<file path="src/logic/mmu_rx_pkg.sv">
package mmu_rx_pkg;

   // ----------------------------------------
   // widths and sizes
   // ----------------------------------------
   localparam int DATA_W    = 512;
   localparam int KEEP_W    = 64;
   localparam int ADDR_W    = 64;
   localparam int ID_W      = 4;
   localparam int LEN_W     = 8;
   localparam int CMD_DEPTH = 4;
   localparam int CMD_PTR_W = $clog2(CMD_DEPTH);
   localparam int CPU_A_W   = 24;
   localparam int CPU_D_W   = 32;

   // arsize code for full 64-byte beats
   localparam logic [2:0] SIZE_64B = 3'd6;

   // ----------------------------------------
   // register map
   // ----------------------------------------
   localparam logic [CPU_D_W-1:0] REG_MMU_RX_ID = 32'h0000_0a5c;

   localparam logic [CPU_A_W-1:0] ADDR_ID      = 24'h00_0000;
   localparam logic [CPU_A_W-1:0] ADDR_CFG     = 24'h00_0004;
   localparam logic [CPU_A_W-1:0] ADDR_BD_CNT  = 24'h00_0008;
   localparam logic [CPU_A_W-1:0] ADDR_PKT_CNT = 24'h00_000c;
   localparam logic [CPU_A_W-1:0] ADDR_ERR_CNT = 24'h00_0010;

   // ----------------------------------------
   // types
   // ----------------------------------------
   typedef enum logic [3:0] {
      BD_OP_NOP  = 4'd0,
      BD_OP_READ = 4'd1
   } bd_op_e;

   // low 80 bits of a kernel BD beat, op in the top nibble
   typedef struct packed {
      bd_op_e              op;
      logic [ID_W-1:0]     chn;
      logic [LEN_W-1:0]    beats;
      logic [ADDR_W-1:0]   ddr_addr;
   } bd_t;

   // len is already beats minus one
   typedef struct packed {
      logic [ID_W-1:0]     id;
      logic [ADDR_W-1:0]   addr;
      logic [LEN_W-1:0]    len;
   } rd_cmd_t;

   typedef enum logic [1:0] {
      ADP_IDLE,
      ADP_ADDR,
      ADP_DATA
   } adp_state_e;

   typedef struct packed {
      logic bd_acc;
      logic bd_err;
      logic pkt_done;
   } rx_stat_t;

endpackage

</file>
<file path="src/logic/mmu_rx_bd.sv">
`timescale 1ns/1ps

module mmu_rx_bd (
   input  logic                            clk_sys,
   input  logic                            rst_n,

   // kernel BD stream
   input  logic [mmu_rx_pkg::DATA_W-1:0]   ker2mmu_bd_tdata,
   input  logic [mmu_rx_pkg::KEEP_W-1:0]   ker2mmu_bd_tkeep,
   input  logic                            ker2mmu_bd_tlast,
   input  logic                            ker2mmu_bd_tvalid,
   output logic                            mmu2ker_bd_tready,

   input  logic                            rxbd_en,

   // read command queue
   input  logic                            rcmd_full,
   output logic                            rcmd_wen,
   output mmu_rx_pkg::rd_cmd_t             rcmd_wdata,

   // statistic pulses
   output logic                            bd_acc,
   output logic                            bd_err
);

   mmu_rx_pkg::bd_t bd;
   logic            bd_accept;
   logic            bd_keep_ok;
   logic            bd_good;
   logic            first_beat;

   assign mmu2ker_bd_tready = rxbd_en & ~rcmd_full;
   assign bd_accept         = ker2mmu_bd_tvalid & mmu2ker_bd_tready;

   assign bd = mmu_rx_pkg::bd_t'(ker2mmu_bd_tdata[$bits(mmu_rx_pkg::bd_t)-1:0]);

   // every byte of the BD field must be present
   assign bd_keep_ok = &ker2mmu_bd_tkeep[$bits(mmu_rx_pkg::bd_t)/8-1:0];

   // a good BD is a single beat read with a nonzero length
   assign bd_good = (bd.op == mmu_rx_pkg::BD_OP_READ) &&
                    (bd.beats != '0) &&
                    ker2mmu_bd_tlast &&
                    bd_keep_ok;

   // ----------------------------------------
   // beat tracking
   // ----------------------------------------
   // beats after a first beat without tlast are dropped
   always_ff @(posedge clk_sys) begin
      if (!rst_n) begin
         first_beat <= 1'b1;
      end else if (bd_accept) begin
         first_beat <= ker2mmu_bd_tlast;
      end
   end

   assign rcmd_wen = bd_accept & first_beat & bd_good;
   assign bd_acc   = rcmd_wen;
   assign bd_err   = bd_accept & first_beat & ~bd_good;

   // chn becomes the AXI id
   always_comb begin
      rcmd_wdata.id   = bd.chn;
      rcmd_wdata.addr = bd.ddr_addr;
      rcmd_wdata.len  = bd.beats - 1'b1;
   end

endmodule

</file>
<file path="src/logic/axi4m_rd_adp.sv">
`timescale 1ns/1ps

module axi4m_rd_adp (
   input  logic                            clk_sys,
   input  logic                            rst_n,

   // command queue write side
   input  logic                            rcmd_wen,
   input  mmu_rx_pkg::rd_cmd_t             rcmd_wdata,
   output logic                            rcmd_full,

   // AXI4 read address
   output logic [mmu_rx_pkg::ID_W-1:0]     axi4m_ddr_arid,
   output logic [mmu_rx_pkg::ADDR_W-1:0]   axi4m_ddr_araddr,
   output logic [mmu_rx_pkg::LEN_W-1:0]    axi4m_ddr_arlen,
   output logic [2:0]                      axi4m_ddr_arsize,
   output logic                            axi4m_ddr_arvalid,
   input  logic                            axi4m_ddr_arready,

   // AXI4 read data, monitored only
   input  logic                            axi4m_ddr_rlast,
   input  logic                            axi4m_ddr_rvalid,
   input  logic                            axi4m_ddr_rready
);

   mmu_rx_pkg::rd_cmd_t             cmd_mem [mmu_rx_pkg::CMD_DEPTH];
   logic [mmu_rx_pkg::CMD_PTR_W-1:0] wr_ptr;
   logic [mmu_rx_pkg::CMD_PTR_W-1:0] rd_ptr;
   logic [mmu_rx_pkg::CMD_PTR_W:0]   cmd_cnt;
   logic                            cmd_empty;
   logic                            cmd_push;
   logic                            cmd_pop;
   logic                            take_direct;
   logic                            burst_done;
   mmu_rx_pkg::adp_state_e          state;
   mmu_rx_pkg::rd_cmd_t             cur_cmd;

   // ----------------------------------------
   // command FIFO
   // ----------------------------------------
   assign cmd_empty = (cmd_cnt == '0);
   assign rcmd_full = (cmd_cnt == (mmu_rx_pkg::CMD_PTR_W+1)'(mmu_rx_pkg::CMD_DEPTH));

   // an idle adapter with an empty queue takes the command straight in
   assign take_direct = (state == mmu_rx_pkg::ADP_IDLE) & cmd_empty & rcmd_wen;
   assign cmd_push    = rcmd_wen & ~take_direct;
   assign cmd_pop     = (state == mmu_rx_pkg::ADP_IDLE) & ~cmd_empty;

   always_ff @(posedge clk_sys) begin
      if (cmd_push) begin
         cmd_mem[wr_ptr] <= rcmd_wdata;
      end
   end

   always_ff @(posedge clk_sys) begin
      if (!rst_n) begin
         wr_ptr  <= '0;
         rd_ptr  <= '0;
         cmd_cnt <= '0;
      end else begin
         if (cmd_push) begin
            wr_ptr <= wr_ptr + 1'b1;
         end
         if (cmd_pop) begin
            rd_ptr <= rd_ptr + 1'b1;
         end
         if (cmd_push && !cmd_pop) begin
            cmd_cnt <= cmd_cnt + 1'b1;
         end else if (cmd_pop && !cmd_push) begin
            cmd_cnt <= cmd_cnt - 1'b1;
         end
      end
   end

   // ----------------------------------------
   // burst issue FSM
   // ----------------------------------------
   assign burst_done = axi4m_ddr_rvalid & axi4m_ddr_rready & axi4m_ddr_rlast;

   always_ff @(posedge clk_sys) begin
      if (!rst_n) begin
         state <= mmu_rx_pkg::ADP_IDLE;
      end else begin
         case (state)
            mmu_rx_pkg::ADP_IDLE: begin
               if (cmd_pop || take_direct) begin
                  state <= mmu_rx_pkg::ADP_ADDR;
               end
            end
            mmu_rx_pkg::ADP_ADDR: begin
               if (axi4m_ddr_arready) begin
                  state <= mmu_rx_pkg::ADP_DATA;
               end
            end
            mmu_rx_pkg::ADP_DATA: begin
               // one burst in flight at a time
               if (burst_done) begin
                  state <= mmu_rx_pkg::ADP_IDLE;
               end
            end
            default: state <= mmu_rx_pkg::ADP_IDLE;
         endcase
      end
   end

   always_ff @(posedge clk_sys) begin
      if (cmd_pop) begin
         cur_cmd <= cmd_mem[rd_ptr];
      end else if (take_direct) begin
         cur_cmd <= rcmd_wdata;
      end
   end

   assign axi4m_ddr_arvalid = (state == mmu_rx_pkg::ADP_ADDR);
   assign axi4m_ddr_arid    = cur_cmd.id;
   assign axi4m_ddr_araddr  = cur_cmd.addr;
   assign axi4m_ddr_arlen   = cur_cmd.len;
   assign axi4m_ddr_arsize  = mmu_rx_pkg::SIZE_64B;

endmodule

</file>
<file path="src/logic/mmu_rx_pkt.sv">
`timescale 1ns/1ps

module mmu_rx_pkt (
   input  logic                            clk_sys,
   input  logic                            rst_n,

   // AXI4 read data from DDR
   input  logic [mmu_rx_pkg::DATA_W-1:0]   axi4m_ddr_rdata,
   input  logic                            axi4m_ddr_rlast,
   input  logic                            axi4m_ddr_rvalid,
   output logic                            axi4m_ddr_rready,

   // packet stream toward the shell
   output logic [mmu_rx_pkg::DATA_W-1:0]   ul2sh_pkt_tdata,
   output logic [mmu_rx_pkg::KEEP_W-1:0]   ul2sh_pkt_tkeep,
   output logic                            ul2sh_pkt_tlast,
   output logic                            ul2sh_pkt_tvalid,
   input  logic                            sh2ul_pkt_tready,

   output logic                            pkt_done
);

   typedef struct packed {
      logic                          last;
      logic [mmu_rx_pkg::DATA_W-1:0] data;
   } beat_t;

   beat_t      buf_mem [2];
   logic       wr_sel;
   logic       rd_sel;
   logic [1:0] fill;
   logic       in_push;
   logic       out_pop;

   assign axi4m_ddr_rready = (fill != 2'd2);
   assign ul2sh_pkt_tvalid = (fill != 2'd0);

   assign in_push = axi4m_ddr_rvalid & axi4m_ddr_rready;
   assign out_pop = ul2sh_pkt_tvalid & sh2ul_pkt_tready;

   always_ff @(posedge clk_sys) begin
      if (in_push) begin
         buf_mem[wr_sel] <= '{last: axi4m_ddr_rlast, data: axi4m_ddr_rdata};
      end
   end

   always_ff @(posedge clk_sys) begin
      if (!rst_n) begin
         wr_sel <= 1'b0;
         rd_sel <= 1'b0;
         fill   <= 2'd0;
      end else begin
         if (in_push) begin
            wr_sel <= ~wr_sel;
         end
         if (out_pop) begin
            rd_sel <= ~rd_sel;
         end
         if (in_push && !out_pop) begin
            fill <= fill + 2'd1;
         end else if (out_pop && !in_push) begin
            fill <= fill - 2'd1;
         end
      end
   end

   assign ul2sh_pkt_tdata = buf_mem[rd_sel].data;
   assign ul2sh_pkt_tlast = buf_mem[rd_sel].last;
   assign ul2sh_pkt_tkeep = '1;

   // end of packet leaves on this cycle
   assign pkt_done = out_pop & ul2sh_pkt_tlast;

endmodule

</file>
<file path="src/logic/reg_mmu_rx.sv">
`timescale 1ns/1ps

module reg_mmu_rx (
   input  logic                             clk_sys,
   input  logic                             rst_n,

   // CPU access
   input  logic [mmu_rx_pkg::CPU_A_W-1:0]   cpu_addr,
   input  logic [mmu_rx_pkg::CPU_D_W-1:0]   cpu_data_in,
   input  logic                             cpu_wr,
   input  logic                             cpu_rd,
   output logic [mmu_rx_pkg::CPU_D_W-1:0]   cpu_data_out_vf,

   input  logic                             cnt_reg_clr,
   input  mmu_rx_pkg::rx_stat_t             stat,
   output logic                             rxbd_en
);

   logic [mmu_rx_pkg::CPU_D_W-1:0] cfg_reg;
   logic [mmu_rx_pkg::CPU_D_W-1:0] stat_cnt [3];
   logic [2:0]                     stat_evt;
   logic [mmu_rx_pkg::CPU_D_W-1:0] rd_mux;

   // ----------------------------------------
   // config
   // ----------------------------------------
   always_ff @(posedge clk_sys) begin
      if (!rst_n) begin
         cfg_reg <= '0;
      end else if (cpu_wr && (cpu_addr == mmu_rx_pkg::ADDR_CFG)) begin
         cfg_reg <= cpu_data_in;
      end
   end

   assign rxbd_en = cfg_reg[0];

   // ----------------------------------------
   // statistic counters
   // ----------------------------------------
   // index 0 BDs accepted, 1 packets sent, 2 BDs rejected
   assign stat_evt = {stat.bd_err, stat.pkt_done, stat.bd_acc};

   always_ff @(posedge clk_sys) begin
      if (!rst_n || cnt_reg_clr) begin
         for (int i = 0; i < 3; i++) begin
            stat_cnt[i] <= '0;
         end
      end else begin
         for (int i = 0; i < 3; i++) begin
            if (stat_evt[i]) begin
               stat_cnt[i] <= stat_cnt[i] + 1'b1;
            end
         end
      end
   end

   // ----------------------------------------
   // read back
   // ----------------------------------------
   always_comb begin
      case (cpu_addr)
         mmu_rx_pkg::ADDR_ID:      rd_mux = mmu_rx_pkg::REG_MMU_RX_ID;
         mmu_rx_pkg::ADDR_CFG:     rd_mux = cfg_reg;
         mmu_rx_pkg::ADDR_BD_CNT:  rd_mux = stat_cnt[0];
         mmu_rx_pkg::ADDR_PKT_CNT: rd_mux = stat_cnt[1];
         mmu_rx_pkg::ADDR_ERR_CNT: rd_mux = stat_cnt[2];
         default:                  rd_mux = '0;
      endcase
   end

   // value stays until the next read
   always_ff @(posedge clk_sys) begin
      if (!rst_n) begin
         cpu_data_out_vf <= '0;
      end else if (cpu_rd) begin
         cpu_data_out_vf <= rd_mux;
      end
   end

endmodule

</file>
<file path="src/logic/mmu_rx_top.sv">
`timescale 1ns/1ps

module mmu_rx_top (
   input  logic                             clk_sys,
   input  logic                             rst_n,

   // kernel BD stream
   input  logic [mmu_rx_pkg::DATA_W-1:0]    ker2mmu_bd_tdata,
   input  logic [mmu_rx_pkg::KEEP_W-1:0]    ker2mmu_bd_tkeep,
   input  logic                             ker2mmu_bd_tlast,
   input  logic                             ker2mmu_bd_tvalid,
   output logic                             mmu2ker_bd_tready,

   // AXI4 read address to DDR
   output logic [mmu_rx_pkg::ID_W-1:0]      axi4m_ddr_arid,
   output logic [mmu_rx_pkg::ADDR_W-1:0]    axi4m_ddr_araddr,
   output logic [mmu_rx_pkg::LEN_W-1:0]     axi4m_ddr_arlen,
   output logic [2:0]                       axi4m_ddr_arsize,
   output logic                             axi4m_ddr_arvalid,
   input  logic                             axi4m_ddr_arready,

   // AXI4 read data from DDR
   input  logic [mmu_rx_pkg::DATA_W-1:0]    axi4m_ddr_rdata,
   input  logic                             axi4m_ddr_rlast,
   input  logic                             axi4m_ddr_rvalid,
   output logic                             axi4m_ddr_rready,

   // packet stream toward the shell
   output logic [mmu_rx_pkg::DATA_W-1:0]    ul2sh_pkt_tdata,
   output logic [mmu_rx_pkg::KEEP_W-1:0]    ul2sh_pkt_tkeep,
   output logic                             ul2sh_pkt_tlast,
   output logic                             ul2sh_pkt_tvalid,
   input  logic                             sh2ul_pkt_tready,

   // CPU
   input  logic                             cnt_reg_clr,
   input  logic [mmu_rx_pkg::CPU_A_W-1:0]   cpu_addr,
   input  logic [mmu_rx_pkg::CPU_D_W-1:0]   cpu_data_in,
   output logic [mmu_rx_pkg::CPU_D_W-1:0]   cpu_data_out_vf,
   input  logic                             cpu_rd,
   input  logic                             cpu_wr
);

   logic                 rxbd_en;
   logic                 rcmd_full;
   logic                 rcmd_wen;
   mmu_rx_pkg::rd_cmd_t  rcmd_wdata;
   logic                 bd_acc;
   logic                 bd_err;
   logic                 pkt_done;
   mmu_rx_pkg::rx_stat_t stat;

   assign stat = '{bd_acc: bd_acc, bd_err: bd_err, pkt_done: pkt_done};

   mmu_rx_bd u_mmu_rx_bd (
      .clk_sys           (clk_sys),
      .rst_n             (rst_n),
      .ker2mmu_bd_tdata  (ker2mmu_bd_tdata),
      .ker2mmu_bd_tkeep  (ker2mmu_bd_tkeep),
      .ker2mmu_bd_tlast  (ker2mmu_bd_tlast),
      .ker2mmu_bd_tvalid (ker2mmu_bd_tvalid),
      .mmu2ker_bd_tready (mmu2ker_bd_tready),
      .rxbd_en           (rxbd_en),
      .rcmd_full         (rcmd_full),
      .rcmd_wen          (rcmd_wen),
      .rcmd_wdata        (rcmd_wdata),
      .bd_acc            (bd_acc),
      .bd_err            (bd_err)
   );

   axi4m_rd_adp u_axi4m_rd_adp (
      .clk_sys           (clk_sys),
      .rst_n             (rst_n),
      .rcmd_wen          (rcmd_wen),
      .rcmd_wdata        (rcmd_wdata),
      .rcmd_full         (rcmd_full),
      .axi4m_ddr_arid    (axi4m_ddr_arid),
      .axi4m_ddr_araddr  (axi4m_ddr_araddr),
      .axi4m_ddr_arlen   (axi4m_ddr_arlen),
      .axi4m_ddr_arsize  (axi4m_ddr_arsize),
      .axi4m_ddr_arvalid (axi4m_ddr_arvalid),
      .axi4m_ddr_arready (axi4m_ddr_arready),
      .axi4m_ddr_rlast   (axi4m_ddr_rlast),
      .axi4m_ddr_rvalid  (axi4m_ddr_rvalid),
      .axi4m_ddr_rready  (axi4m_ddr_rready)
   );

   mmu_rx_pkt u_mmu_rx_pkt (
      .clk_sys           (clk_sys),
      .rst_n             (rst_n),
      .axi4m_ddr_rdata   (axi4m_ddr_rdata),
      .axi4m_ddr_rlast   (axi4m_ddr_rlast),
      .axi4m_ddr_rvalid  (axi4m_ddr_rvalid),
      .axi4m_ddr_rready  (axi4m_ddr_rready),
      .ul2sh_pkt_tdata   (ul2sh_pkt_tdata),
      .ul2sh_pkt_tkeep   (ul2sh_pkt_tkeep),
      .ul2sh_pkt_tlast   (ul2sh_pkt_tlast),
      .ul2sh_pkt_tvalid  (ul2sh_pkt_tvalid),
      .sh2ul_pkt_tready  (sh2ul_pkt_tready),
      .pkt_done          (pkt_done)
   );

   reg_mmu_rx u_reg_mmu_rx (
      .clk_sys           (clk_sys),
      .rst_n             (rst_n),
      .cpu_addr          (cpu_addr),
      .cpu_data_in       (cpu_data_in),
      .cpu_wr            (cpu_wr),
      .cpu_rd            (cpu_rd),
      .cpu_data_out_vf   (cpu_data_out_vf),
      .cnt_reg_clr       (cnt_reg_clr),
      .stat              (stat),
      .rxbd_en           (rxbd_en)
   );

endmodule

</file>
<file path="config.mk">
export PLATFORM = sky130hd
export DESIGN_NAME = mmu_rx_top
export DESIGN_NICKNAME = d
export VERILOG_FILES = /design/src/logic/mmu_rx_pkg.sv /design/src/logic/mmu_rx_bd.sv /design/src/logic/axi4m_rd_adp.sv /design/src/logic/mmu_rx_pkt.sv /design/src/logic/reg_mmu_rx.sv /design/src/logic/mmu_rx_top.sv
export SDC_FILE = /design/constraint.sdc
export NUM_CORES = 1
export LEC_CHECK = 0
export BUFFER_PORTS_ARGS = -buffer_cell sky130_fd_sc_hd__buf_2
export CELL_PAD_IN_SITES_DETAIL_PLACEMENT = 1
export CELL_PAD_IN_SITES_GLOBAL_PLACEMENT = 2
export CORE_AREA = 2 2 721 723
export DETAILED_ROUTE_END_ITERATION = 10
export DIE_AREA = 0 0 723 725
export PLACE_DENSITY = 0.36
export SETUP_SLACK_MARGIN = 0.5
export SLEW_MARGIN = 5
export SYNTH_ARGS = -nofsm -noshare
export SYNTH_HDL_FRONTEND = slang
export SYNTH_SLANG_ARGS = --single-unit
</file>
<file path="constraint.sdc">
create_clock -name clk_sys -period 62.1 [get_ports clk_sys]
set_clock_uncertainty 0.05 [all_clocks]
set_input_delay 12.42 -clock clk_sys [delete_from_list [all_inputs] [get_ports clk_sys]]
set_output_delay 12.42 -clock clk_sys [all_outputs]
set_load 0.01 [all_outputs]
</file>
==> results of run 1 <==
==> critical path: stages (launching register included) <==
cell	delay, ps
dfxtp_4	350
buf_4	530
buf_4	550
buf_4	590
buf_4	820
buf_4	760
mux2_2	620
buf_2	230
==> cell usage after synthesis (all sizes together), types with 6 or more instances <==
| cell | count | share of area (%) |
|---|---|---|
| and3 | 17 | 0.17 |
| and4 | 14 | 0.20 |
| edfxtp | 1502 | 73 |
| nand2 | 76 | 0.46 |
| xor2 | 31 | 0.44 |
| nor2 | 75 | 0.46 |
| a32oi | 26 | 0.37 |
| dfxtp | 81 | 2.6 |
| o211ai | 6 | 0.073 |
| inv | 30 | 0.18 |
| nand2b | 9 | 0.091 |
| a21oi | 89 | 0.72 |
| xnor2 | 14 | 0.20 |
| nor4 | 13 | 0.17 |
| mux2 | 601 | 11 |
| ha | 10 | 0.20 |
| o21ai | 49 | 0.40 |
| nand3 | 47 | 0.38 |
| nand4 | 70 | 0.74 |
| nor2b | 10 | 0.10 |
| a22o | 26 | 0.37 |
| and2 | 8 | 0.081 |
| nor3 | 12 | 0.097 |
| or3 | 16 | 0.16 |
| clkbuf | 149 | 0.91 |
| or4 | 49 | 0.61 |
| o31ai | 70 | 0.85 |
| buf | 93 | 1.1 |
| mux4 | 76 | 2.8 |
| mux2i | 26 | 0.42 |
==> power by group through the flow <==
stage,Sequential [mW],Clock (mW),Combinational (mW)
3_3_place_gp,1.41,0,1.01
4_1_cts,1.39,1.30,1.01
3_5_place_dp,1.42,0,1.00
5_1_grt,1.41,1.33,1.02
2_1_floorplan,1.51,0,0.414
6_report,1.39,1.24,0.938
==> through the flow <==
stage                     instance area, um2  total power [mW]  instances  setup WS [ps]
after floorplan                        61900              1.92       3394          26920
after global placement                 76400              2.42      11400          44010
after detailed placement               76400              2.42      11400          44020
after CTS                              83300              3.70      11800          43740
after global routing                   83400              3.75      11800          43680
final                                  83500              3.57      11900          44180
==> per-layer routing <==
metal	global-route usage, %	vias to the layer above	share of wire, %	routed length [um]
met5	0	-	0.35	1140
met4	3.14	170	3.3	10500
met3	5.51	712	10	33500
met2	21.0	1535	49	159000
met1	12.7	18800	37	118000
li1	-	16100	-	-
==> logic make-up (layout without fill, tap and decap cells) <==
logic type               Yosys count  after routing
flip-flops                      1583           1583
multiplexers                     703            703
AND/OR/NAND/NOR                  433            433
AO/OA/AOI/OAI                    280            280
buffers and inverters            272           1779
XOR/XNOR                          45             45
adder cells (fa/ha/maj)           11             11
other                              2            124
==> cell type report <==
cell class | count | area share, %
inverter | 30 | 0.135
clock inverter | 129 | 1.51
antenna | 57 | 0.171
tap | 6916 | 10.4
sequential | 1583 | 56.0
multi-input combinational | 1539 | 16.6
clock buffer | 264 | 6.81
timing repair buffer | 1356 | 8.37
==> worst paths after layout <==
| check | start | end | slack, ps | depth (start not counted) |
|---|---|---|---|---|
| min reg2reg | u_reg_mmu_rx.cpu_data_out_vf[26] | u_reg_mmu_rx.cpu_data_out_vf[26] | 410 | 2 |
| max reg2reg | u_mmu_rx_pkt.fill[0] | u_mmu_rx_pkt.buf_mem[0][394] | 56350 | 9 |
| min | u_reg_mmu_rx.cpu_data_out_vf[26] | u_reg_mmu_rx.cpu_data_out_vf[26] | 410 | 2 |
| max | register | ul2sh_pkt_tdata[500] | 44180 | 7 |
==> results.md, run 1 <==
- Area Growth Syn to Fin: 35.5%
- Measured slew at the worst slew-check pin: 1220 ps
- H-tree depth: 4
- Post-CTS Resized: 0
- Initial antenna violation count: 288
- Routed WL: between 300,000 and 400,000 um
- Post-synthesis sequential area ratio: about 76%
- Worst Setup Start Kind: register
- First-pass GRT wire length: about 410,000 um
- Postcts setup bufs: 0
- Row Count: approximately 260
- Number of fillers in the final layout: ~58,000
- Synth Area in Compound Gates: approximately 3.0%
- Max cap viols: 0
- Fin. Hold Viols: 0
- Clock share of power: 34.7%
- Setup repair after global routing missed its margin: false
- Commonest non-fill, non-tap cell in the layout: edfxtp_1
- Post-synthesis async set-or-reset flop share: 0%
- Fin Hold WS: 407 ps
- Avg Cell Area, Syn: about 19 um2
- Comb power frac: between 20% and 30%
- Number of port buffers: roughly 1,300
- Final setup fails: 0
- Final ANT Viol Nets: 0
- Initial DRC count: 1,698
- Largest registers: u_mmu_rx_pkt.buf_mem: 1026 flops, u_axi4m_rd_adp.cmd_mem: 304 flops, u_reg_mmu_rx.stat_cnt: 96 flops
- Synth Area in XOR/XNOR: 0.640%
- Outcome: finished clean
- Die Ht: roughly 730 um
- Number of vias per cell: between 3 and 4
- Max reg flops: a little over 1,000
- Minimum clock period: 17,920 ps
- Register Area: ~0.047 mm2
- CP max FO: 60
- I/O pin count: ~1,800
- Worst skew pair latency: approximately 880 ps
- CTS Sinks: between 1,500 and 2,000
- Synth Flop Type: edfxtp_1
- Mux cell area share after synthesis: between 10 and 15%
- Hold Buf Count CTS: 0
- Most frequent cells in the layout: edfxtp_1 (1,502), buf_2 (1,293), mux2_2 (601)
- Main combinational cell family by area after synthesis: multiplexers
- Initial core utilization: between 10% and 20%
- Distinct cells, synth: 57
- Final global-route overflow total: 0
- Crit end category: output port
- Sw power: about 1.2 mW
- Cells after synthesis: ~3,300
- Number of buffers created by CTS: 216
- Adder-cell share of the synthesized area: less than 1%
- Fmax: 55.8 MHz
- Clk slew on worst S/H paths: 50 ps
- Root cell of the clock tree: clkbuf_16
- Total Nets Final: 5,892
- Die ar.: about 0.52 mm2
- Synth Warn #: 0
- Critical path type: reg2out
- Util after Layout: 16.2%
- Max_slew headroom: a little under a fifth
- Final worst-path cycle share: 28.9%
- Vias in the first global route: approximately 40,000
- Multi-input logic area: roughly 0.014 mm2
- Lkg Pwr: 27.6 nW
- Chip width: around 720 um
- Flop pwr share: between 30% and 40%
- Largest net degree at the start of global routing: 139
- Worst Hold Class: reg2reg
- Synth Register Bits: between 1,500 and 2,000
- Power Density: 42.7 mW/mm2
- Maximum vdd drop: 0.0248 mV
- Syn Std Cell Area: approximately 0.062 mm2
- Sw frac: about a third
- HPWL Detailed: roughly 250,000 um
- TritonCTS clock tree: built
- GPL Wtd Cong: 0.814
- Data arrival, critical path: 5450 ps
- Post-synth EDFFs: between 1,500 and 2,000
- Setup TNS: 0 ps
- Max Slew Vio Count: 0
- Cell internal pwr: 2.38 mW
- Simple-Gate Fraction of Synth Area: between 3 and 4%
- Core Area: between 0.5 and 0.6 mm2
- Ratio of cells with drive above 1 in the final layout: between 40% and 50%
- Residual DRC: 0
- Clock buffer depth: 4
- GRT Total Usage: roughly an eighth
- Via Count: between 30,000 and 40,000
- Wire length per cell: between 20 and 30 um
- Drt first pass iters: 5
- Reg with most FFs: u_mmu_rx_pkt.buf_mem
- Required time worst endpoint: between 40,000 and 50,000 ps
Note: power is estimated with default switching activity, not from simulation.
==> run 2, diff against run 1 <==
Settings changed: ABC_AREA set to 1, CORE_AREA 2 2 721 723 to 2 2 724 726, DIE_AREA 0 0 723 725 to 0 0 726 728, PLACE_DENSITY 0.36 to 0.38.
Clock period 62.1 ns to 15 ns, I/O delays scaled along.
==> run 2 against run 1 <==
  * Register-to-register slack got worse by 46000 ps
  * Largest cell class unchanged
  * Sequential share of layout area fell by 0.63 points
  * Clock power rose to 4.3 times the previous value
  * First-iteration DRC count rose by 24%
  * Largest power group unchanged
==> results.md, run 2 <==
- Required time worst endpoint: 11,950 ps (was 49,630 ps)
- Root cell of the clock tree: clkbuf_16 (unchanged)
- Launch point of the worst reg-to-reg path: u_axi4m_rd_adp.cmd_cnt[0] (was u_mmu_rx_pkt.fill[0])
- CP max FO: 105 (was 60)
- Distinct cells, synth: 43 (was 57)
- Die Ht: 728 um (was 725 um)
- First-pass GRT wire length: 445,000 um (was 414,000 um)
- Synth Register Bits: 1,583 (unchanged)
- Number of buffers created by CTS: 222 (was 216)
- Post-synthesis async set-or-reset flop share: 0% (unchanged)
- Initial core utilization: 12.0% (was 11.9%)
- Hold Buf Count CTS: 0 (unchanged)
- Final ANT Viol Nets: 0 (unchanged)
- Critical path type: reg2out (unchanged)
- Worst hold path stage count: 1 (was 2)
- DP Area: 0.0771 mm2 (was 0.0764 mm2)
- Setup repair after global routing missed its margin: false (unchanged)
- Cells after synthesis: 4,226 (was 3,329)
- Initial DRC count: 2,105 (was 1,698)
- Synth top area share: 72.2% (was 73.2%)
- Synth Area in XOR/XNOR: 0.449% (was 0.640%)
- Postcts setup bufs: 0 (unchanged)
- Post-route cell area: 0.0844 mm2 (was 0.0835 mm2)
- Routed WL: 350,000 um (was 322,000 um)
- Most frequent cell after synthesis: edfxtp_1 (unchanged)
- Number of vias per cell: 3.23 (was 3.14)
- Final global-route overflow total: 0 (unchanged)
- Post-synthesis sequential area ratio: 74.8% (was 75.8%)
- Core Area: 0.520 mm2 (was 0.516 mm2)
- Clk slew on worst S/H paths: 60 ps (was 50 ps)
- Adder-cell share of the synthesized area: 0.232% (was 0.236%)
- Reg2reg setup slack: 10,500 ps (was 56,350 ps)
- Syn Std Cell Area: 0.0625 mm2 (was 0.0616 mm2)
- GPL Wtd Cong: 0.823 (was 0.814)
- Worst Setup Start Kind: register (unchanged)
- Power Density: 174 mW/mm2 (was 42.7 mW/mm2)
- Yosys top cell by area: edfxtp_1 (unchanged)
- Fmax: about 140 MHz
- R2R cell count: 8 (was 9)
- Worst Hold Class: reg2reg (unchanged)
- Largest registers: u_mmu_rx_pkt.buf_mem: 1026 flops, u_axi4m_rd_adp.cmd_mem: 304 flops, u_reg_mmu_rx.stat_cnt: 96 flops (unchanged)
- Synth Flop Type: edfxtp_1 (unchanged)
- Data arrival, critical path: 3940 ps (was 5450 ps)
- Synth Warn #: 0 (unchanged)
- Post-synth EDFFs: 1,502 (unchanged)
- Vias in the first global route: 42,200 (was 40,000)
- Number of port buffers: 1,293 (unchanged)
- Worst skew pair latency: 960 ps (was 880 ps)
- Initial antenna violation count: 352 (was 288)
- Fin. Hold Viols: 0 (unchanged)
- Minimum clock period: 6990 ps
- Drt first pass iters: 5 (unchanged)
- Post-CTS Resized: 0 (unchanged)
- Maximum vdd drop: 0.129 mV (was 0.0248 mV)
- Max Slew Vio Count: 0 (unchanged)
- Clock buffer depth: 4 (unchanged)
- Crit end category: output port (unchanged)
- Final setup fails: 0 (unchanged)
- Die ar.: 0.529 mm2 (was 0.524 mm2)
- Max reg flops: 1,026 (unchanged)
- GRT busiest layer: met2 (unchanged)
- Outcome: finished clean (unchanged)
- Mux cell area share after synthesis: 9.25% (was 14.2%)
- Measured slew at the worst slew-check pin: 1230 ps (was 1220 ps)
- Hold Startpoint: u_mmu_rx_pkt.rd_sel (was u_reg_mmu_rx.cpu_data_out_vf[26])
- Synth Area in Compound Gates: 3.20% (was 2.96%)
- Avg Cell Area, Syn: 14.8 um2 (was 18.5 um2)
- GRT Total Usage: 12.7% (was 11.9%)
- Worst r2r dst: u_axi4m_rd_adp.cmd_mem[1][31] (was u_mmu_rx_pkt.buf_mem[0][394])
- Via Count: 41,300 (was 37,300)
- M3 GR Usage: 3.53% (was 5.51%)
- Largest net degree at the start of global routing: 143 (was 139)
- Fin Hold WS: 406 ps (was 407 ps)
- Chip width: 726 um (was 723 um)
- Wire length per cell: 27.3 um (was 27.1 um)
- Lkg Pwr: 28.8 nW (was 27.6 nW)
- Most frequent cells in the layout: edfxtp_1 (1,502), buf_2 (1,293), nor2_1 (698) (was edfxtp_1 (1,502), buf_2 (1,293), mux2_2 (601))
- HPWL Detailed: 277,000 um (was 251,000 um)
- CTS Sinks: 1,583 (unchanged)
- Largest cells by area after synthesis: edfxtp_1 (72%), mux2_2 (9.2%), nor2_1 (4.2%) (was edfxtp_1 (73%), mux2_2 (11%), mux4_2 (2.8%))
- Final worst-path cycle share: between 40 and 50%
- I/O pin count: 1,847 (unchanged)
- Main combinational cell family by area after synthesis: multiplexers (unchanged)
- Met2 GRT Util: 19.2% (was 21.0%)
- Synth cell count leaders: edfxtp_1 (1,502), nor2_1 (704), mux2_2 (513) (was edfxtp_1 (1,502), mux2_2 (601), clkbuf_1 (149))
- H-tree depth: 4 (unchanged)
- Max cap viols: 0 (unchanged)
- Ratio of cells with drive above 1 in the final layout: 39.0% (was 48.3%)
- Total Nets Final: 6,790 (was 5,892)
- Residual DRC: 0 (unchanged)
- Simple-Gate Fraction of Synth Area: 8.83% (was 3.94%)
- Met1 GRT Util: 18.2% (was 12.7%)
- TritonCTS clock tree: built (unchanged)
- Reg with most FFs: u_mmu_rx_pkt.buf_mem (unchanged)
- Commonest non-fill, non-tap cell in the layout: edfxtp_1 (unchanged)
- Row Count: 265 (was 264)
- Max_slew headroom: 18.3% (was 18.9%)
- Area Growth Syn to Fin: 35.1% (was 35.5%)
- Setup TNS: 0 ps (unchanged)
[run 2: worst max path at each step]
stage	startpoint	endpoint	cells past startpoint
after floorplan	axi4m_ddr_rvalid	u_mmu_rx_pkt.buf_mem[1][0]	2
after global placement	ker2mmu_bd_tdata[64]	u_axi4m_rd_adp.cmd_mem[1][39]	13
after detailed placement	ker2mmu_bd_tdata[64]	u_axi4m_rd_adp.cmd_mem[1][31]	13
after CTS	register	ul2sh_pkt_tdata[480]	4
after global routing	register	ul2sh_pkt_tdata[480]	4
final	register	ul2sh_pkt_tdata[39]	4
[run 2: through the flow]
step                      power, mW  util [%]  setup WS, ps  instances
after floorplan                7.68         -         -2080       4291
after global placement         9.70      14.8          7580      12300
after detailed placement       9.72      14.8          7570      12300
after CTS                      15.2      16.2          7680      12800
after global routing           15.5      16.2          7670      12800
final                          14.7      16.2          8010      12800
[run 2: where the power goes]
part           total (mW)  internal (mW)  switching, mW
Sequential           5.78           5.58          0.205
Combinational        3.67           1.04           2.62
Clock                5.27           3.11           2.16
Total                14.7           9.73           4.99
[run 2: final cells by class]
type,count,area (um2)
flip-flops and latches,1583,46700
fillers,59000,435000
well taps,6942,8690
clock inverters,129,1360
diodes,42,105
inverters,193,732
clock buffers,280,5820
multi-input cells,2284,14100
repair buffers,1340,6890
[run 2: logic make-up after synthesis]
group	after synthesis
mux	513
xor+xnor	32
flops	1583
other cells	2
buf+inv	424
compound gates	371
simple gates	1290
fa+ha+maj	11
[run 2: critical path, stage by stage (launching register included)]
cell and delay, ps:
dfxtp_4 670, buf_12 440, buf_4 830, mux2_2 480, buf_2 180
[run 2: routing by layer]
metal	up-vias	routed length, um
met3	678	24400
met4	32	7910
met1	20800	169000
li1	18100	-
met5	-	214
met2	1736	148000
==> run 3, diff against run 2 <==
Settings changed: CORE_AREA 2 2 724 726 to 2 2 723 725, DIE_AREA 0 0 726 728 to 0 0 725 727, PLACE_DENSITY 0.38 to 0.37.
Clock period 15 ns to 6.9 ns, I/O delays scaled along.
==> run 3 against run 2 <==
  * Critical path depth is 1 lower
  * Setup slack got worse by 5800 ps
  * Sequential share of layout area shrank 0.31 points
  * Wire length fell by 1.8%
  * Worst hold slack worse by 1.4 ps
  * Global-route usage decreased by 0.17 points
  * Critical path type unchanged
==> results.md, run 3 (synthesis results as in run 2) <==
- Outcome: finished clean (unchanged)
- Multi-input logic area: 0.0141 mm2 (about the same)
- Commonest non-fill, non-tap cell in the layout: edfxtp_1 (unchanged)
- Number of port buffers: 1,293 (unchanged)
- Maximum vdd drop: 0.365 mV (was 0.129 mV)
- Postcts setup bufs: 0 (unchanged)
- Post-CTS Resized: 0 (unchanged)
- HPWL Detailed: 271,000 um (was 277,000 um)
- CP max FO: 36 (was 105)
- Max_slew headroom: 25.4% (was 18.3%)
- Util after Layout: 16.3% (was 16.2%)
- Fin Hold WS: 405 ps (was 406 ps)
- Worst skew pair latency: 870 ps (was 960 ps)
- Lkg Pwr: 29.1 nW (was 28.8 nW)
- WL met3: 25,900 um (was 24,400 um)
- Setup repair after global routing missed its margin: false (unchanged)
- Data arrival, critical path: 3300 ps (was 3940 ps)
- Initial antenna violation count: 314 (was 352)
- Worst Setup Start Kind: register (unchanged)
- I/O pin count: 1,847 (unchanged)
- Measured slew at the worst slew-check pin: 1120 ps (was 1230 ps)
- Critical path type: reg2out (unchanged)
- Ratio of cells with drive above 1 in the final layout: 39.3% (was 39.0%)
- DR top layer: met5 (unchanged)
- Reg with most FFs: u_mmu_rx_pkt.buf_mem (unchanged)
- Die Ht: 727 um (was 728 um)
- Reg2reg setup slack: 3640 ps (was 10,500 ps)
- Vias in the first global route: 42,900 (was 42,200)
- Final worst-path cycle share: between 60 and 70%
- Clock buffer depth: 4 (unchanged)
- First-pass GRT wire length: 442,000 um (was 445,000 um)
- Initial core utilization: 12.0% (about the same)
- Initial DRC count: 2,261 (was 2,105)
- Worst Hold Class: reg2reg (unchanged)
- Final global-route overflow total: 0 (unchanged)
- H-tree depth: 4 (unchanged)
- Wire length per cell: 26.8 um (was 27.3 um)
- Final ANT Viol Nets: 0 (unchanged)
- Number of fillers in the final layout: 58,800 (was 59,000)
- Pre-CTS setup slack: 1770 ps (was 7570 ps)
- Hold Buf Count CTS: 0 (unchanged)
- DP Cell Count: 12,400 (was 12,300)
- Fmax: approximately 210 MHz
- Final worst slack: 2170 ps (was 8010 ps)
- TritonCTS clock tree: built (unchanged)
- Die ar.: 0.527 mm2 (was 0.529 mm2)
- Residual DRC: 0 (unchanged)
- Register Area: 0.0467 mm2 (unchanged)
- Max Slew Vio Count: 0 (unchanged)
- Max cap viols: 0 (unchanged)
- Core Area: 0.519 mm2 (was 0.520 mm2)
- GPL Wtd Cong: 0.832 (was 0.823)
- Crit end category: output port (unchanged)
- CTS Sinks: 1,583 (unchanged)
- Root cell of the clock tree: clkbuf_16 (unchanged)
- Total Nets Final: 6,816 (was 6,790)
- Area Growth Syn to Fin: 35.9% (was 35.1%)
- Fin. Hold Viols: 0 (unchanged)
- Number of vias per cell: 3.22 (was 3.23)
- Met2 wire length: 144,000 um (was 148,000 um)
- Met1 wire length: 165,000 um (was 169,000 um)
- Row Count: 265 (unchanged)
- Largest registers: u_mmu_rx_pkt.buf_mem: 1026 flops, u_axi4m_rd_adp.cmd_mem: 304 flops, u_reg_mmu_rx.stat_cnt: 96 flops (unchanged)
- Minimum clock period: 4730 ps
- Chip width: 725 um (was 726 um)
- Number of buffers created by CTS: 218 (was 222)
- Clk slew on worst S/H paths: 60 ps (about the same)
- Max reg flops: 1,026 (unchanged)
- Design Power: 32.0 mW (was 14.7 mW)
- Via Count: 41,300 (about the same)
- Final setup fails: 0 (unchanged)
- Most frequent cells in the layout: edfxtp_1 (1,502), buf_2 (1,293), nor2_1 (698) (unchanged)
- Hold Startpoint: u_mmu_rx_pkt.rd_sel (unchanged)
- Largest net degree at the start of global routing: 148 (was 143)
- Drt first pass iters: 5 (unchanged)
- Required time worst endpoint: 5470 ps (was 11,950 ps)
- Final Non-Filler Cells: 12,800 (about the same)
- GRT Total Usage: 12.6% (was 12.7%)
- Launch point of the worst reg-to-reg path: u_axi4m_rd_adp.cmd_cnt[0] (unchanged)
- Routed WL: 343,000 um (was 350,000 um)
- Power Density: 376 mW/mm2 (was 174 mW/mm2)
==> run 3: changes by cell type in the layout (fill, tap and decap cells not counted), moves of 5 or more <==
cell,previous run,this run
buf_12,5,22
buf_4,42,55
bufinv_16,21,26
clkbuf_1,54,49
clkinvlp_4,15,10
diode_2,42,33
==> run 3: path summary, 6_finish.rpt <==
| kind | end | cells after the start |
|---|---|---|
| min | register | 1 |
| min reg2reg | register | 1 |
| max | ul2sh_pkt_tdata[338] | 3 |
| max reg2reg | u_axi4m_rd_adp.cmd_mem[0][39] | 7 |
==> run 3: area by class of cell <==
type                       instances  area share, %
multi-input combinational       2284           16.6
tap                             6942           10.2
sequential                      1583           55.1
timing repair buffer            1370           8.63
inverter                         193          0.861
antenna                           33         0.0973
clock inverter                   126           1.70
clock buffer                     276           6.82
==> run 3: where the power goes <==
| part | internal [mW] | total [mW] | switching [mW] |
|---|---|---|---|
| registers | 12.1 | 12.6 | 0.471 |
| logic | 2.34 | 7.80 | 5.45 |
| clock network | 6.90 | 11.6 | 4.67 |
| total | 21.4 | 32.0 | 10.6 |
==> run 3: through the flow <==
step | instance area [um2] | setup TNS [ps]
finish | 84900 | 0
global route | 84800 | 0
CTS | 84800 | 0
detailed placement | 77600 | 0
global placement | 77600 | 0
floorplan | 62700 | -2688800
==> run 3: routing by layer <==
| metal | vias to the layer above | track usage, % |
|---|---|---|
| li1 | 18100 | - |
| met1 | 20700 | 17.9 |
| met2 | 1733 | 18.9 |
| met3 | 655 | 3.74 |
| met4 | 32 | 2.24 |
| met5 | - | 0 |
==> run 3: worst max-delay path: stages, from the launching register on <==
cell	delay, ps
dfxtp_4	920
buf_4	600
mux2_2	550
buf_2	210
